File: config.mk
export PLATFORM = sky130hd
export DESIGN_NAME = decode_unit_top
export DESIGN_NICKNAME = d
export VERILOG_FILES = /design/src/design/mips_isa_pkg.sv /design/src/design/pipe_pkg.sv /design/src/design/regfile.sv /design/src/design/id_decoder.sv /design/src/design/operand_select.sv /design/src/design/id_stage.sv /design/src/design/decode_unit_top.sv
export SDC_FILE = /design/constraint.sdc
export NUM_CORES = 2
export LEC_CHECK = 0
export ABC_CLOCK_PERIOD_IN_PS = 5300
export BUFFER_PORTS_ARGS = -buffer_cell sky130_fd_sc_hd__buf_2
export CAP_MARGIN = 20
export CORE_UTILIZATION = 60
export DETAILED_ROUTE_END_ITERATION = 12
export PLACE_DENSITY_LB_ADDON = 0.3
export SLEW_MARGIN = 40
export SYNTH_ARGS = -nofsm -noshare
export SYNTH_HDL_FRONTEND = slang
export SYNTH_SLANG_ARGS = --single-unit
File: constraint.sdc
create_clock -name clk -period 5.3 [get_ports clk]
set_input_delay 0.53 -clock clk [delete_from_list [all_inputs] [get_ports clk]]
set_output_delay 0.53 -clock clk [all_outputs]
set_load 0.1 [all_outputs]
File: src/design/mips_isa_pkg.sv
package mips_isa_pkg;

    // bit positions inside a 32-bit instruction word
    localparam int unsigned OPCODE_MSB = 31;
    localparam int unsigned OPCODE_LSB = 26;
    localparam int unsigned RS_MSB     = 25;
    localparam int unsigned RS_LSB     = 21;
    localparam int unsigned RT_MSB     = 20;
    localparam int unsigned RT_LSB     = 16;
    localparam int unsigned RD_MSB     = 15;
    localparam int unsigned RD_LSB     = 11;
    localparam int unsigned SHAMT_MSB  = 10;
    localparam int unsigned SHAMT_LSB  = 6;
    localparam int unsigned FUNCT_MSB  = 5;
    localparam int unsigned FUNCT_LSB  = 0;
    localparam int unsigned IMM_MSB    = 15;
    localparam int unsigned IMM_LSB    = 0;

    // primary opcodes handled by the decode stage
    typedef enum logic [5:0] {
        OP_SPECIAL = 6'b000000,   // register forms selected by funct
        OP_ADDI    = 6'b001000,
        OP_ADDIU   = 6'b001001,
        OP_SLTI    = 6'b001010,
        OP_SLTIU   = 6'b001011,
        OP_ANDI    = 6'b001100,
        OP_ORI     = 6'b001101,
        OP_XORI    = 6'b001110,
        OP_LUI     = 6'b001111
    } opcode_e;

    // funct field of SPECIAL
    typedef enum logic [5:0] {
        FN_SLL  = 6'b000000,   // shamt forms
        FN_SRL  = 6'b000010,
        FN_SRA  = 6'b000011,
        FN_SLLV = 6'b000100,   // shift by rs
        FN_SRLV = 6'b000110,
        FN_SRAV = 6'b000111,
        FN_ADD  = 6'b100000,
        FN_ADDU = 6'b100001,
        FN_SUB  = 6'b100010,
        FN_SUBU = 6'b100011,
        FN_AND  = 6'b100100,
        FN_OR   = 6'b100101,
        FN_XOR  = 6'b100110,
        FN_NOR  = 6'b100111,
        FN_SLT  = 6'b101010,
        FN_SLTU = 6'b101011
    } funct_e;

endpackage

File: src/design/pipe_pkg.sv
package pipe_pkg;

    localparam int unsigned WORD_W     = 32;
    localparam int unsigned REG_ADDR_W = 5;
    localparam int unsigned NUM_REGS   = 1 << REG_ADDR_W;

    typedef logic [WORD_W-1:0]     word_t;
    typedef logic [REG_ADDR_W-1:0] reg_addr_t;

    // operation subtype handed to EX
    typedef enum logic [7:0] {
        ALU_NOP   = 8'b00000000,
        ALU_SRL   = 8'b00000010,
        ALU_SRA   = 8'b00000011,
        ALU_ADD   = 8'b00100000,
        ALU_ADDU  = 8'b00100001,
        ALU_SUB   = 8'b00100010,
        ALU_SUBU  = 8'b00100011,
        ALU_AND   = 8'b00100100,
        ALU_OR    = 8'b00100101,
        ALU_XOR   = 8'b00100110,
        ALU_NOR   = 8'b00100111,
        ALU_SLT   = 8'b00101010,
        ALU_SLTU  = 8'b00101011,
        ALU_ADDI  = 8'b01010101,
        ALU_ADDIU = 8'b01010110,
        ALU_SLL   = 8'b01111100
    } aluop_t;

    // result class picking the EX result mux
    typedef enum logic [2:0] {
        SEL_NOP   = 3'b000,
        SEL_LOGIC = 3'b001,
        SEL_SHIFT = 3'b010,
        SEL_ARITH = 3'b100
    } alusel_t;

    // register write from EX, MEM or write-back
    typedef struct packed {
        logic      we;
        reg_addr_t addr;
        word_t     data;
    } reg_write_t;

    typedef struct packed {
        aluop_t    aluop;
        alusel_t   alusel;
        reg_addr_t wd;           // destination register
        logic      wreg;
        logic      inst_valid;
    } id_ctrl_t;

    typedef struct packed {
        id_ctrl_t ctrl;
        word_t    reg1;
        word_t    reg2;
    } id_ex_t;

    typedef struct packed {
        logic      re;
        reg_addr_t addr;
    } rd_req_t;

endpackage

File: src/design/regfile.sv
`timescale 1ns/10ps

module regfile (
    input  logic                 clk,
    input  logic                 rst_n_i,
    input  pipe_pkg::reg_write_t wb_i,
    input  pipe_pkg::rd_req_t    rd1_i,
    input  pipe_pkg::rd_req_t    rd2_i,
    output pipe_pkg::word_t      rd1_data_o,
    output pipe_pkg::word_t      rd2_data_o
);
    import pipe_pkg::*;

    word_t regs [NUM_REGS];

    always_ff @(posedge clk) begin
        if (!rst_n_i) begin
            for (int i = 0; i < NUM_REGS; i++) begin
                regs[i] <= '0;
            end
        end else if (wb_i.we && (wb_i.addr != '0)) begin   // $zero never written
            regs[wb_i.addr] <= wb_i.data;
        end
    end

    // same read rules on both ports
    function automatic word_t read_port(rd_req_t req, reg_write_t wb, word_t stored);
        if (!req.re || (req.addr == '0)) begin
            return '0;
        end else if (wb.we && (wb.addr == req.addr)) begin
            return wb.data;                               // write-through
        end else begin
            return stored;
        end
    endfunction

    assign rd1_data_o = read_port(rd1_i, wb_i, regs[rd1_i.addr]);
    assign rd2_data_o = read_port(rd2_i, wb_i, regs[rd2_i.addr]);

endmodule

File: src/design/id_decoder.sv
`timescale 1ns/10ps

module id_decoder (
    input  logic [31:0]        inst_i,
    output pipe_pkg::id_ctrl_t ctrl_o,
    output pipe_pkg::rd_req_t  rd1_o,
    output pipe_pkg::rd_req_t  rd2_o,
    output pipe_pkg::word_t    imm_o
);
    import pipe_pkg::*;
    import mips_isa_pkg::*;

    opcode_e   opcode;
    funct_e    funct;
    reg_addr_t rs;
    reg_addr_t rt;
    reg_addr_t rd;
    logic [4:0]  shamt;
    logic [15:0] imm16;
    aluop_t    fn_aluop;
    aluop_t    op_aluop;
    logic      shamt_form;

    assign opcode = opcode_e'(inst_i[OPCODE_MSB:OPCODE_LSB]);
    assign funct  = funct_e'(inst_i[FUNCT_MSB:FUNCT_LSB]);
    assign rs     = inst_i[RS_MSB:RS_LSB];
    assign rt     = inst_i[RT_MSB:RT_LSB];
    assign rd     = inst_i[RD_MSB:RD_LSB];
    assign shamt  = inst_i[SHAMT_MSB:SHAMT_LSB];
    assign imm16  = inst_i[IMM_MSB:IMM_LSB];

    assign shamt_form = funct inside {FN_SLL, FN_SRL, FN_SRA};

    function automatic alusel_t sel_of(aluop_t op);
        case (op)
            ALU_NOP:                          return SEL_NOP;
            ALU_OR, ALU_AND, ALU_XOR, ALU_NOR: return SEL_LOGIC;
            ALU_SLL, ALU_SRL, ALU_SRA:        return SEL_SHIFT;
            default:                          return SEL_ARITH;
        endcase
    endfunction

    // SPECIAL funct table
    always_comb begin
        case (funct)
            FN_OR:           fn_aluop = ALU_OR;
            FN_AND:          fn_aluop = ALU_AND;
            FN_XOR:          fn_aluop = ALU_XOR;
            FN_NOR:          fn_aluop = ALU_NOR;
            FN_SLL, FN_SLLV: fn_aluop = ALU_SLL;
            FN_SRL, FN_SRLV: fn_aluop = ALU_SRL;
            FN_SRA, FN_SRAV: fn_aluop = ALU_SRA;
            FN_ADD:          fn_aluop = ALU_ADD;
            FN_ADDU:         fn_aluop = ALU_ADDU;
            FN_SUB:          fn_aluop = ALU_SUB;
            FN_SUBU:         fn_aluop = ALU_SUBU;
            FN_SLT:          fn_aluop = ALU_SLT;
            FN_SLTU:         fn_aluop = ALU_SLTU;
            default:         fn_aluop = ALU_NOP;
        endcase
    end

    // I-type opcode table
    always_comb begin
        case (opcode)
            OP_ORI:   op_aluop = ALU_OR;
            OP_ANDI:  op_aluop = ALU_AND;
            OP_XORI:  op_aluop = ALU_XOR;
            OP_LUI:   op_aluop = ALU_OR;     // rs | (imm << 16)
            OP_ADDI:  op_aluop = ALU_ADDI;
            OP_ADDIU: op_aluop = ALU_ADDIU;
            OP_SLTI:  op_aluop = ALU_SLT;
            OP_SLTIU: op_aluop = ALU_SLTU;
            default:  op_aluop = ALU_NOP;
        endcase
    end

    always_comb begin
        ctrl_o.aluop = ALU_NOP;
        ctrl_o.wd    = rd;
        rd1_o.re     = 1'b0;
        rd1_o.addr   = rs;
        rd2_o.re     = 1'b0;
        rd2_o.addr   = rt;
        imm_o        = '0;

        case (opcode)
            OP_SPECIAL: begin
                if (shamt_form) begin
                    if (rs == '0) begin              // inst[31:21] all zero
                        ctrl_o.aluop = fn_aluop;
                        rd2_o.re     = 1'b1;
                        imm_o        = {27'b0, shamt};
                    end
                end else if ((shamt == '0) && (fn_aluop != ALU_NOP)) begin
                    ctrl_o.aluop = fn_aluop;
                    rd1_o.re     = 1'b1;
                    rd2_o.re     = 1'b1;
                end
            end
            OP_ORI, OP_ANDI, OP_XORI: begin
                ctrl_o.aluop = op_aluop;
                ctrl_o.wd    = rt;
                rd1_o.re     = 1'b1;
                imm_o        = {16'b0, imm16};
            end
            OP_LUI: begin
                ctrl_o.aluop = op_aluop;
                ctrl_o.wd    = rt;
                rd1_o.re     = 1'b1;
                imm_o        = {imm16, 16'b0};
            end
            OP_ADDI, OP_ADDIU, OP_SLTI, OP_SLTIU: begin
                ctrl_o.aluop = op_aluop;
                ctrl_o.wd    = rt;
                rd1_o.re     = 1'b1;
                imm_o        = {{16{imm16[15]}}, imm16};
            end
            default: begin
            end
        endcase

        // every kept instruction writes a register
        ctrl_o.alusel     = sel_of(ctrl_o.aluop);
        ctrl_o.wreg       = (ctrl_o.aluop != ALU_NOP);
        ctrl_o.inst_valid = (ctrl_o.aluop != ALU_NOP);
    end

endmodule

File: src/design/operand_select.sv
`timescale 1ns/10ps

module operand_select (
    input  pipe_pkg::rd_req_t    rd_i,
    input  pipe_pkg::word_t      rf_data_i,
    input  pipe_pkg::word_t      imm_i,
    input  pipe_pkg::reg_write_t ex_fwd_i,
    input  pipe_pkg::reg_write_t mem_fwd_i,
    output pipe_pkg::word_t      operand_o
);

    logic ex_hit;
    logic mem_hit;

    assign ex_hit  = rd_i.re && ex_fwd_i.we && (ex_fwd_i.addr == rd_i.addr);
    assign mem_hit = rd_i.re && mem_fwd_i.we && (mem_fwd_i.addr == rd_i.addr);

    always_comb begin
        if (ex_hit) begin
            operand_o = ex_fwd_i.data;      // youngest result wins
        end else if (mem_hit) begin
            operand_o = mem_fwd_i.data;
        end else if (rd_i.re) begin
            operand_o = rf_data_i;
        end else begin
            operand_o = imm_i;
        end
    end

endmodule

File: src/design/id_stage.sv
`timescale 1ns/10ps

module id_stage (
    input  logic                 clk,
    input  logic                 rst_n_i,
    input  logic [31:0]          inst_i,
    input  pipe_pkg::reg_write_t ex_fwd_i,
    input  pipe_pkg::reg_write_t mem_fwd_i,
    output pipe_pkg::rd_req_t    rd1_o,
    output pipe_pkg::rd_req_t    rd2_o,
    input  pipe_pkg::word_t      rf_data1_i,
    input  pipe_pkg::word_t      rf_data2_i,
    output pipe_pkg::id_ex_t     id_ex_o
);
    import pipe_pkg::*;

    id_ctrl_t ctrl;
    word_t    imm;
    word_t    op1;
    word_t    op2;

    id_decoder id_decoder_inst (
        .inst_i (inst_i),
        .ctrl_o (ctrl),
        .rd1_o  (rd1_o),
        .rd2_o  (rd2_o),
        .imm_o  (imm)
    );

    operand_select op1_select_inst (
        .rd_i      (rd1_o),
        .rf_data_i (rf_data1_i),
        .imm_i     (imm),
        .ex_fwd_i  (ex_fwd_i),
        .mem_fwd_i (mem_fwd_i),
        .operand_o (op1)
    );

    operand_select op2_select_inst (
        .rd_i      (rd2_o),
        .rf_data_i (rf_data2_i),
        .imm_i     (imm),
        .ex_fwd_i  (ex_fwd_i),
        .mem_fwd_i (mem_fwd_i),
        .operand_o (op2)
    );

    // ID/EX register
    always_ff @(posedge clk) begin
        if (!rst_n_i) begin
            id_ex_o <= '0;                  // NOP with no write
        end else begin
            id_ex_o <= '{ctrl: ctrl, reg1: op1, reg2: op2};
        end
    end

endmodule

File: src/design/decode_unit_top.sv
`timescale 1ns/10ps

module decode_unit_top (
    input  logic                 clk,
    input  logic                 rst_n_i,
    input  logic [31:0]          inst_i,
    input  pipe_pkg::reg_write_t ex_fwd_i,
    input  pipe_pkg::reg_write_t mem_fwd_i,
    input  pipe_pkg::reg_write_t wb_i,
    output pipe_pkg::id_ex_t     id_ex_o
);
    import pipe_pkg::*;

    rd_req_t rd1;
    rd_req_t rd2;
    word_t   rf_data1;
    word_t   rf_data2;

    regfile regfile_inst (
        .clk        (clk),
        .rst_n_i    (rst_n_i),
        .wb_i       (wb_i),
        .rd1_i      (rd1),
        .rd2_i      (rd2),
        .rd1_data_o (rf_data1),
        .rd2_data_o (rf_data2)
    );

    id_stage id_stage_inst (
        .clk        (clk),
        .rst_n_i    (rst_n_i),
        .inst_i     (inst_i),
        .ex_fwd_i   (ex_fwd_i),
        .mem_fwd_i  (mem_fwd_i),
        .rd1_o      (rd1),
        .rd2_o      (rd2),
        .rf_data1_i (rf_data1),
        .rf_data2_i (rf_data2),
        .id_ex_o    (id_ex_o)
    );

endmodule

# Yosys cells after proc, flatten, opt, wreduce, memory -nomap -nowiden

Memory sizes are Yosys's and may differ from the RTL's.
Cells that the tools add are included.

Multiplexer cells: 33
Equal/unequal tests: 23
Reduce and logical (&&, ||, !) cells: 33

Operators by type and width:

| operator                                       | count |
|---|---|
| two-way mux 32 bit                             | 11 |
| one-hot mux 32 bit (4 select lines)            | 1 |
| == test 6 x 4 -> 1 bit (second input constant) | 8 |
| == test 8 x 6 -> 1 bit (second input constant) | 4 |
| two-way mux 8 bit                              | 4 |
| OR reduction 32 bit                            | 1 |
| == test 5 bit                                  | 6 |
| two-way mux 5 bit                              | 4 |
| == test 8 x 2 -> 1 bit (second input constant) | 2 |
| one-hot mux 8 bit (2 select lines)             | 1 |
| nonzero test 8 bit                             | 2 |
| zero test 5 bit                                | 3 |
| == test 6 x 2 -> 1 bit (second input constant) | 2 |
| logical AND 1 bit                              | 12 |
| zero test 6 bit                                | 2 |
| two-way mux 1 bit                              | 10 |
| one-hot mux 3 bit (3 select lines)             | 1 |
| == test 8 x 7 -> 1 bit (second input constant) | 1 |
| zero test 8 bit                                | 1 |
| OR reduction 4 bit                             | 2 |
| OR reduction 8 bit                             | 1 |
| OR reduction 3 bit                             | 2 |
| nonzero test 5 bit                             | 1 |
| nonzero test 3 bit                             | 1 |
| other kinds (4)                                | 6 |

Output and inout bits: 82
Bits in read-only memories: 560
Bits in writable memories: 1024
Register bits after elaboration: 81
Memories: 3
Logic and storage cells: 98
Input bits: 148

Memories:

| name              | words | width | rd ports | clocked after memory_dff | wr ports | RTL line         | source |
|---|---|---|---|---|---|---|---|
| regfile_inst.regs | 32    | 32    | 2        | 0                        | 32       | regfile.sv:14    | `word_t regs [NUM_REGS];` |
| (name not given)  | 64    | 7     | 1        | 0                        | 0        | id_decoder.sv:45 | `case (funct)` |
| (name not given)  | 16    | 7     | 1        | 0                        | 0        | id_decoder.sv:65 | `case (opcode)` |

# Logic depth before layout (Yosys ltp)

An unclocked memory read counts as a cell.

Depth after elaboration: 12
Mapped depth: 11

# Hierarchy

Synthesis repeated with hierarchy kept, for this count alone.

Cell total of the unflattened synthesis: 4525
Area total of the unflattened synthesis: 61935.7 sq um

Modules (own cells, without submodules):

| module         | area each (sq um) | times used | cells each |
|---|---|---|---|
| regfile        | 55049.0           | 1          | 3814 |
| operand_select | 1829.3            | 2          | 206 |
| id_stage       | 2297.2            | 1          | 172 |
| id_decoder     | 930.9             | 1          | 127 |

# Worst setup path before layout

Ideal clock, no wire load.

Kind: in2reg
Start: in wb_i[34] (netlist bit)
End: mem regfile_inst.regs[28][0] (netlist bit), enable pin
Cell stages on the path: 6
Path buffers: 3
Slack: 1066 ps
Setup time: 466 ps
Data arrival time: 3768 ps
Cell sequence: clkbuf_1 or3_1 clkbuf_1 nand2_1 clkbuf_1 o21ai_0

RTL lines:

| element     | RTL line             | source |
|---|---|---|
| from (decl) | decode_unit_top.sv:9 | `input pipe_pkg::reg_write_t wb_i,` |
| to (decl)   | regfile.sv:14        |  |

# Final worst setup path

Start: in inst_i[25]
End: reg id_stage_inst.id_ex_o[33] (netlist name)

Longest elaborated chain between the ends: 7

RTL lines:

| element                                                                      | RTL line             | source |
|---|---|---|
| from (decl)                                                                  | decode_unit_top.sv:6 | `input logic [31:0] inst_i,` |
| parallel branches: the longest is 6 deep, another holds memory (32 x 32 bit) | n/a                  |  |
| two-way mux 32 bit (*)                                                       | operand_select.sv:19 | `if (ex_hit) begin` |

Mark *: on every way between the ends.
A chain may end at the register's enable or synchronous reset.

==> flow_summary.json <==
{
  "core_sq_um": 98280,
  "clock-sinks": 1103,
  "cts_buffer_depth": 3,
  "timing.final.crit_period_ps": 3238,
  "clkSlewWorstSetupHoldPaths_ps": 60,
  "dpl.hpwl_mm": 135.4,
  "hold_viol_final": 0,
  "synth_area_sq_um": 59500,
  "yosysWarnings": 0,
  "drive_gt1_share_pct": 23.01,
  "n_fill_cell": 6713,
  "crit_fanout": 33,
  "synth_seq_cells": 1103,
  "fin_skew_ps": 29.33,
  "die_area_sq_um": 100400,
  "initial_core_util_pct": 60.54,
  "post_dp_cell_area_sq_um": 62820,
  "gp_congestion": 1.029,
  "r2r_slack_ps": 2810,
  "dr_wl_met2_mm": 88.94,
  "via_per_inst": 7.353,
  "yosysMostFrequentCell": "edfxtp_1",
  "min_period_over_period_pct": 61.10,
  "synthDistinctLibCells": 67,
  "ys_async_sr_fraction_pct": 0,
  "holdBufCountCts": 0,
  "critPathCaptureType": "flip-flop",
  "p_clk_share_pct": 38.3,
  "antenna_found_initial": 29,
  "leakage_nw": 23.91,
  "ys.flop_type": "edfxtp_1",
  "comb_power_share_pct": 12.6,
  "synth_top_cell_by_area": "edfxtp_1",
  "met3_length_mm": 34.00,
  "hold_path.class": "input port to flip-flop",
  "setup_tns_ps": 0,
  "ff2ff_path_depth": 5,
  "placed_cells": 5570,
  "fp.dieW_microns": 316.9,
  "initialDrtViolationCount": 7572,
  "cp.arrival_ps": 3800,
  "synthDominantCellAreaShare_pct": 51.68,
  "synth_area_leaders": "edfxtp_1 52%, mux4_2 15%, and2_1 11%",
  "timing.max_cap.violations": 0,
  "netlist_top_cells_count": "1,024 x edfxtp_1, 999 x and2_1, 389 x mux4_2, 359 x clkbuf_1, 320 x mux2i_1",
  "power_density_nw_per_um2": 312.1,
  "worst_slew_pin_slew_ps": 979.3,
  "cts-buffers-inserted": 116,
  "cts_tree": "built",
  "port_buffers": 228,
  "drt_first_pass_iters": 6,
  "routed_wl_mm": 209.8,
  "die_height_microns": 316.9,
  "ant_nets": 0,
  "power_w": 0.02079,
  "top_layer_used": "met5",
  "endpoint": "id_stage_inst.id_ex_o[33]$_SDFF_PN0_",
  "crit_required_ps": 5860,
  "switching_power_w": 0.005417,
  "yosysSeqAreaShare_pct": 54.34,
  "drc": 0,
  "overflow": 0,
  "rr_startpoint": "regfile_inst.regs[23][10]$_SDFFCE_PN0P_",
  "stdcell_area_sq_um": 66620,
  "grt.total_usage_pct": 41.95,
  "slew_headroom_pct": 34.71,
  "rr_endpoint": "id_stage_inst.id_ex_o[10]$_SDFF_PN0_",
  "p_int_w": 0.01538,
  "wl_met1_mm": 74.17,
  "vdd_drop_max_mv": 0.3227,
  "wl_per_cell_microns": 36.12,
  "setup.worst_path.start_class": "input port",
  "crit_path_start": "inst_i[25]",
  "htreeDepth": 3,
  "final_max_slew_viol_count": 0,
  "pin_count": 230,
  "synth_edf_count": 1024,
  "clock.fmax_mhz": 308.8,
  "row_count": 115,
  "area_growth_pct": 11.97,
  "p_sw_share_pct": 26.05,
  "layout.cells.non_filler": 5808,
  "grt_pass1_vias": 41140,
  "setup_viol": 0,
  "path_class": "input port to flip-flop",
  "post_cts_buffers": 0,
  "rsz0062_at_grt": "false",
  "avgSynthCellArea_sq_um": 13.73,
  "nets": 4559,
  "insertion_delay_ps": 740,
  "cts_resized": 0,
  "status": "completed",
  "synth_cells": 4333,
  "multi_input_area_sq_um": 25880,
  "grt_pass1_wl_mm": 294.0,
  "clockRootBuffer": "clkbuf_16",
  "seq_area_sq_um": 32330,
  "grt_max_degree": 117,
  "dr_total_vias": 42710,
  "p_seq_share_pct": 49.1
}
==> metal layers <==
layer / up-vias / global-route usage, %
met1: 21160 / 58.02
li1: 16900 / -
met5: - / 0.2841
met3: 677 / 14.51
met4: 30 / 21.86
met2: 3943 / 58.83
==> worst min-delay path by stage <==
stage | from | to | slack [ps] | cells past startpoint
global route | ex_fwd_i[7] | id_stage_inst.id_ex_o[7]$_SDFF_PN0_ | 120 | 3
floorplan | inst_i[11] | id_stage_inst.id_ex_o[66]$_SDFF_PN0_ | 670 | 2
CTS | ex_fwd_i[6] | id_stage_inst.id_ex_o[6]$_SDFF_PN0_ | 90 | 3
finish | ex_fwd_i[2] | id_stage_inst.id_ex_o[2]$_SDFF_PN0_ | 130 | 3
detailed placement | ex_fwd_i[2] | id_stage_inst.id_ex_o[2]$_SDFF_PN0_ | 850 | 3
global placement | ex_fwd_i[7] | id_stage_inst.id_ex_o[7]$_SDFF_PN0_ | 850 | 3
==> registers in the layout, summed over array words and instances (netlist names) <==
name                   flops
id_stage_inst.id_ex_o     79
regfile_inst.regs       1024
==> power by group through the flow <==
| stage | logic (W) | registers [W] | clock network, W |
|---|---|---|---|
| floorplan | 0.00152 | 0.0104 | 0 |
| global placement | 0.00248 | 0.0103 | 0 |
| detailed placement | 0.00253 | 0.0104 | 0 |
| CTS | 0.00254 | 0.0102 | 0.00794 |
| global route | 0.00268 | 0.0102 | 0.00828 |
| finish | 0.00263 | 0.0102 | 0.00796 |
==> cell type report <==
class | count | area share (%)
flip-flops and latches | 1103 | 48.53
diodes | 14 | 0.05259
clock inverters | 70 | 0.8902
clock buffers | 148 | 4.568
multi-input cells | 2780 | 38.85
inverters | 11 | 0.06386
well taps | 1287 | 2.417
repair buffers | 395 | 4.628
==> cells in the final DEF, fill, tap and decap left out, types with 9 or more instances in the layout <==
cell type,Yosys,routed
o21ai_4,0,31
mux4_2,389,389
edfxtp_1,1024,1024
nor2_4,0,28
a211oi_1,16,16
nand2_1,38,36
o21bai_1,10,10
a21oi_1,107,106
nor2_1,110,76
clkinv_2,0,26
a21o_1,45,45
nor4_1,10,10
diode_2,0,14
clkinv_1,1,28
xnor2_1,14,14
a22oi_1,114,114
o22ai_1,12,12
clkbuf_16,0,116
a2111oi_0,11,11
buf_16,0,15
nor3_1,10,9
nor2b_1,22,20
buf_8,0,35
a31oi_1,17,17
and2_1,999,999
clkbuf_1,359,30
xor2_1,16,16
buf_2,53,220
dfxtp_1,79,79
mux2i_1,320,320
a2bb2oi_1,31,31
o211ai_1,29,29
o21ai_0,154,123
buf_4,45,114
a221oi_1,175,175
conb_1,1,33
==> per-stage QoR <==
| step | util (%) | hold slack [ps] | setup WS (ps) |
|---|---|---|---|
| finish | 67.79 | 126.9 | 2062 |
| global route | 67.78 | 119.2 | 2149 |
| CTS | 67.62 | 90.31 | 2262 |
| detailed placement | 63.92 | 852.2 | 1508 |
| global placement | 63.06 | 848.6 | 1529 |
| floorplan | - | 670.5 | 1066 |
==> cells by family (layout without fill, tap and decap cells) <==
kind of cell | Yosys count | in the layout | synth area share, %
buf+inv | 482 | 624 | 3.436
simple gates | 1246 | 1246 | 12.64
flops | 1103 | 1103 | 54.34
mux | 709 | 709 | 20.11
fa+ha+maj | 4 | 4 | 0.08412
compound gates | 758 | 758 | 8.939
other cells | 1 | 47 | 0.006303
xor+xnor | 30 | 30 | 0.4416
==> worst max-delay path, stage by stage <==
cell and delay [ps]:
buf_2 720, buf_4 450, xor2_1 120, nor4_1 270
and3_1 430, buf_4 480, inv_1 220, o311ai_0 320
o22ai_1 190
No activity file was read; power rests on OpenSTA's default activity.
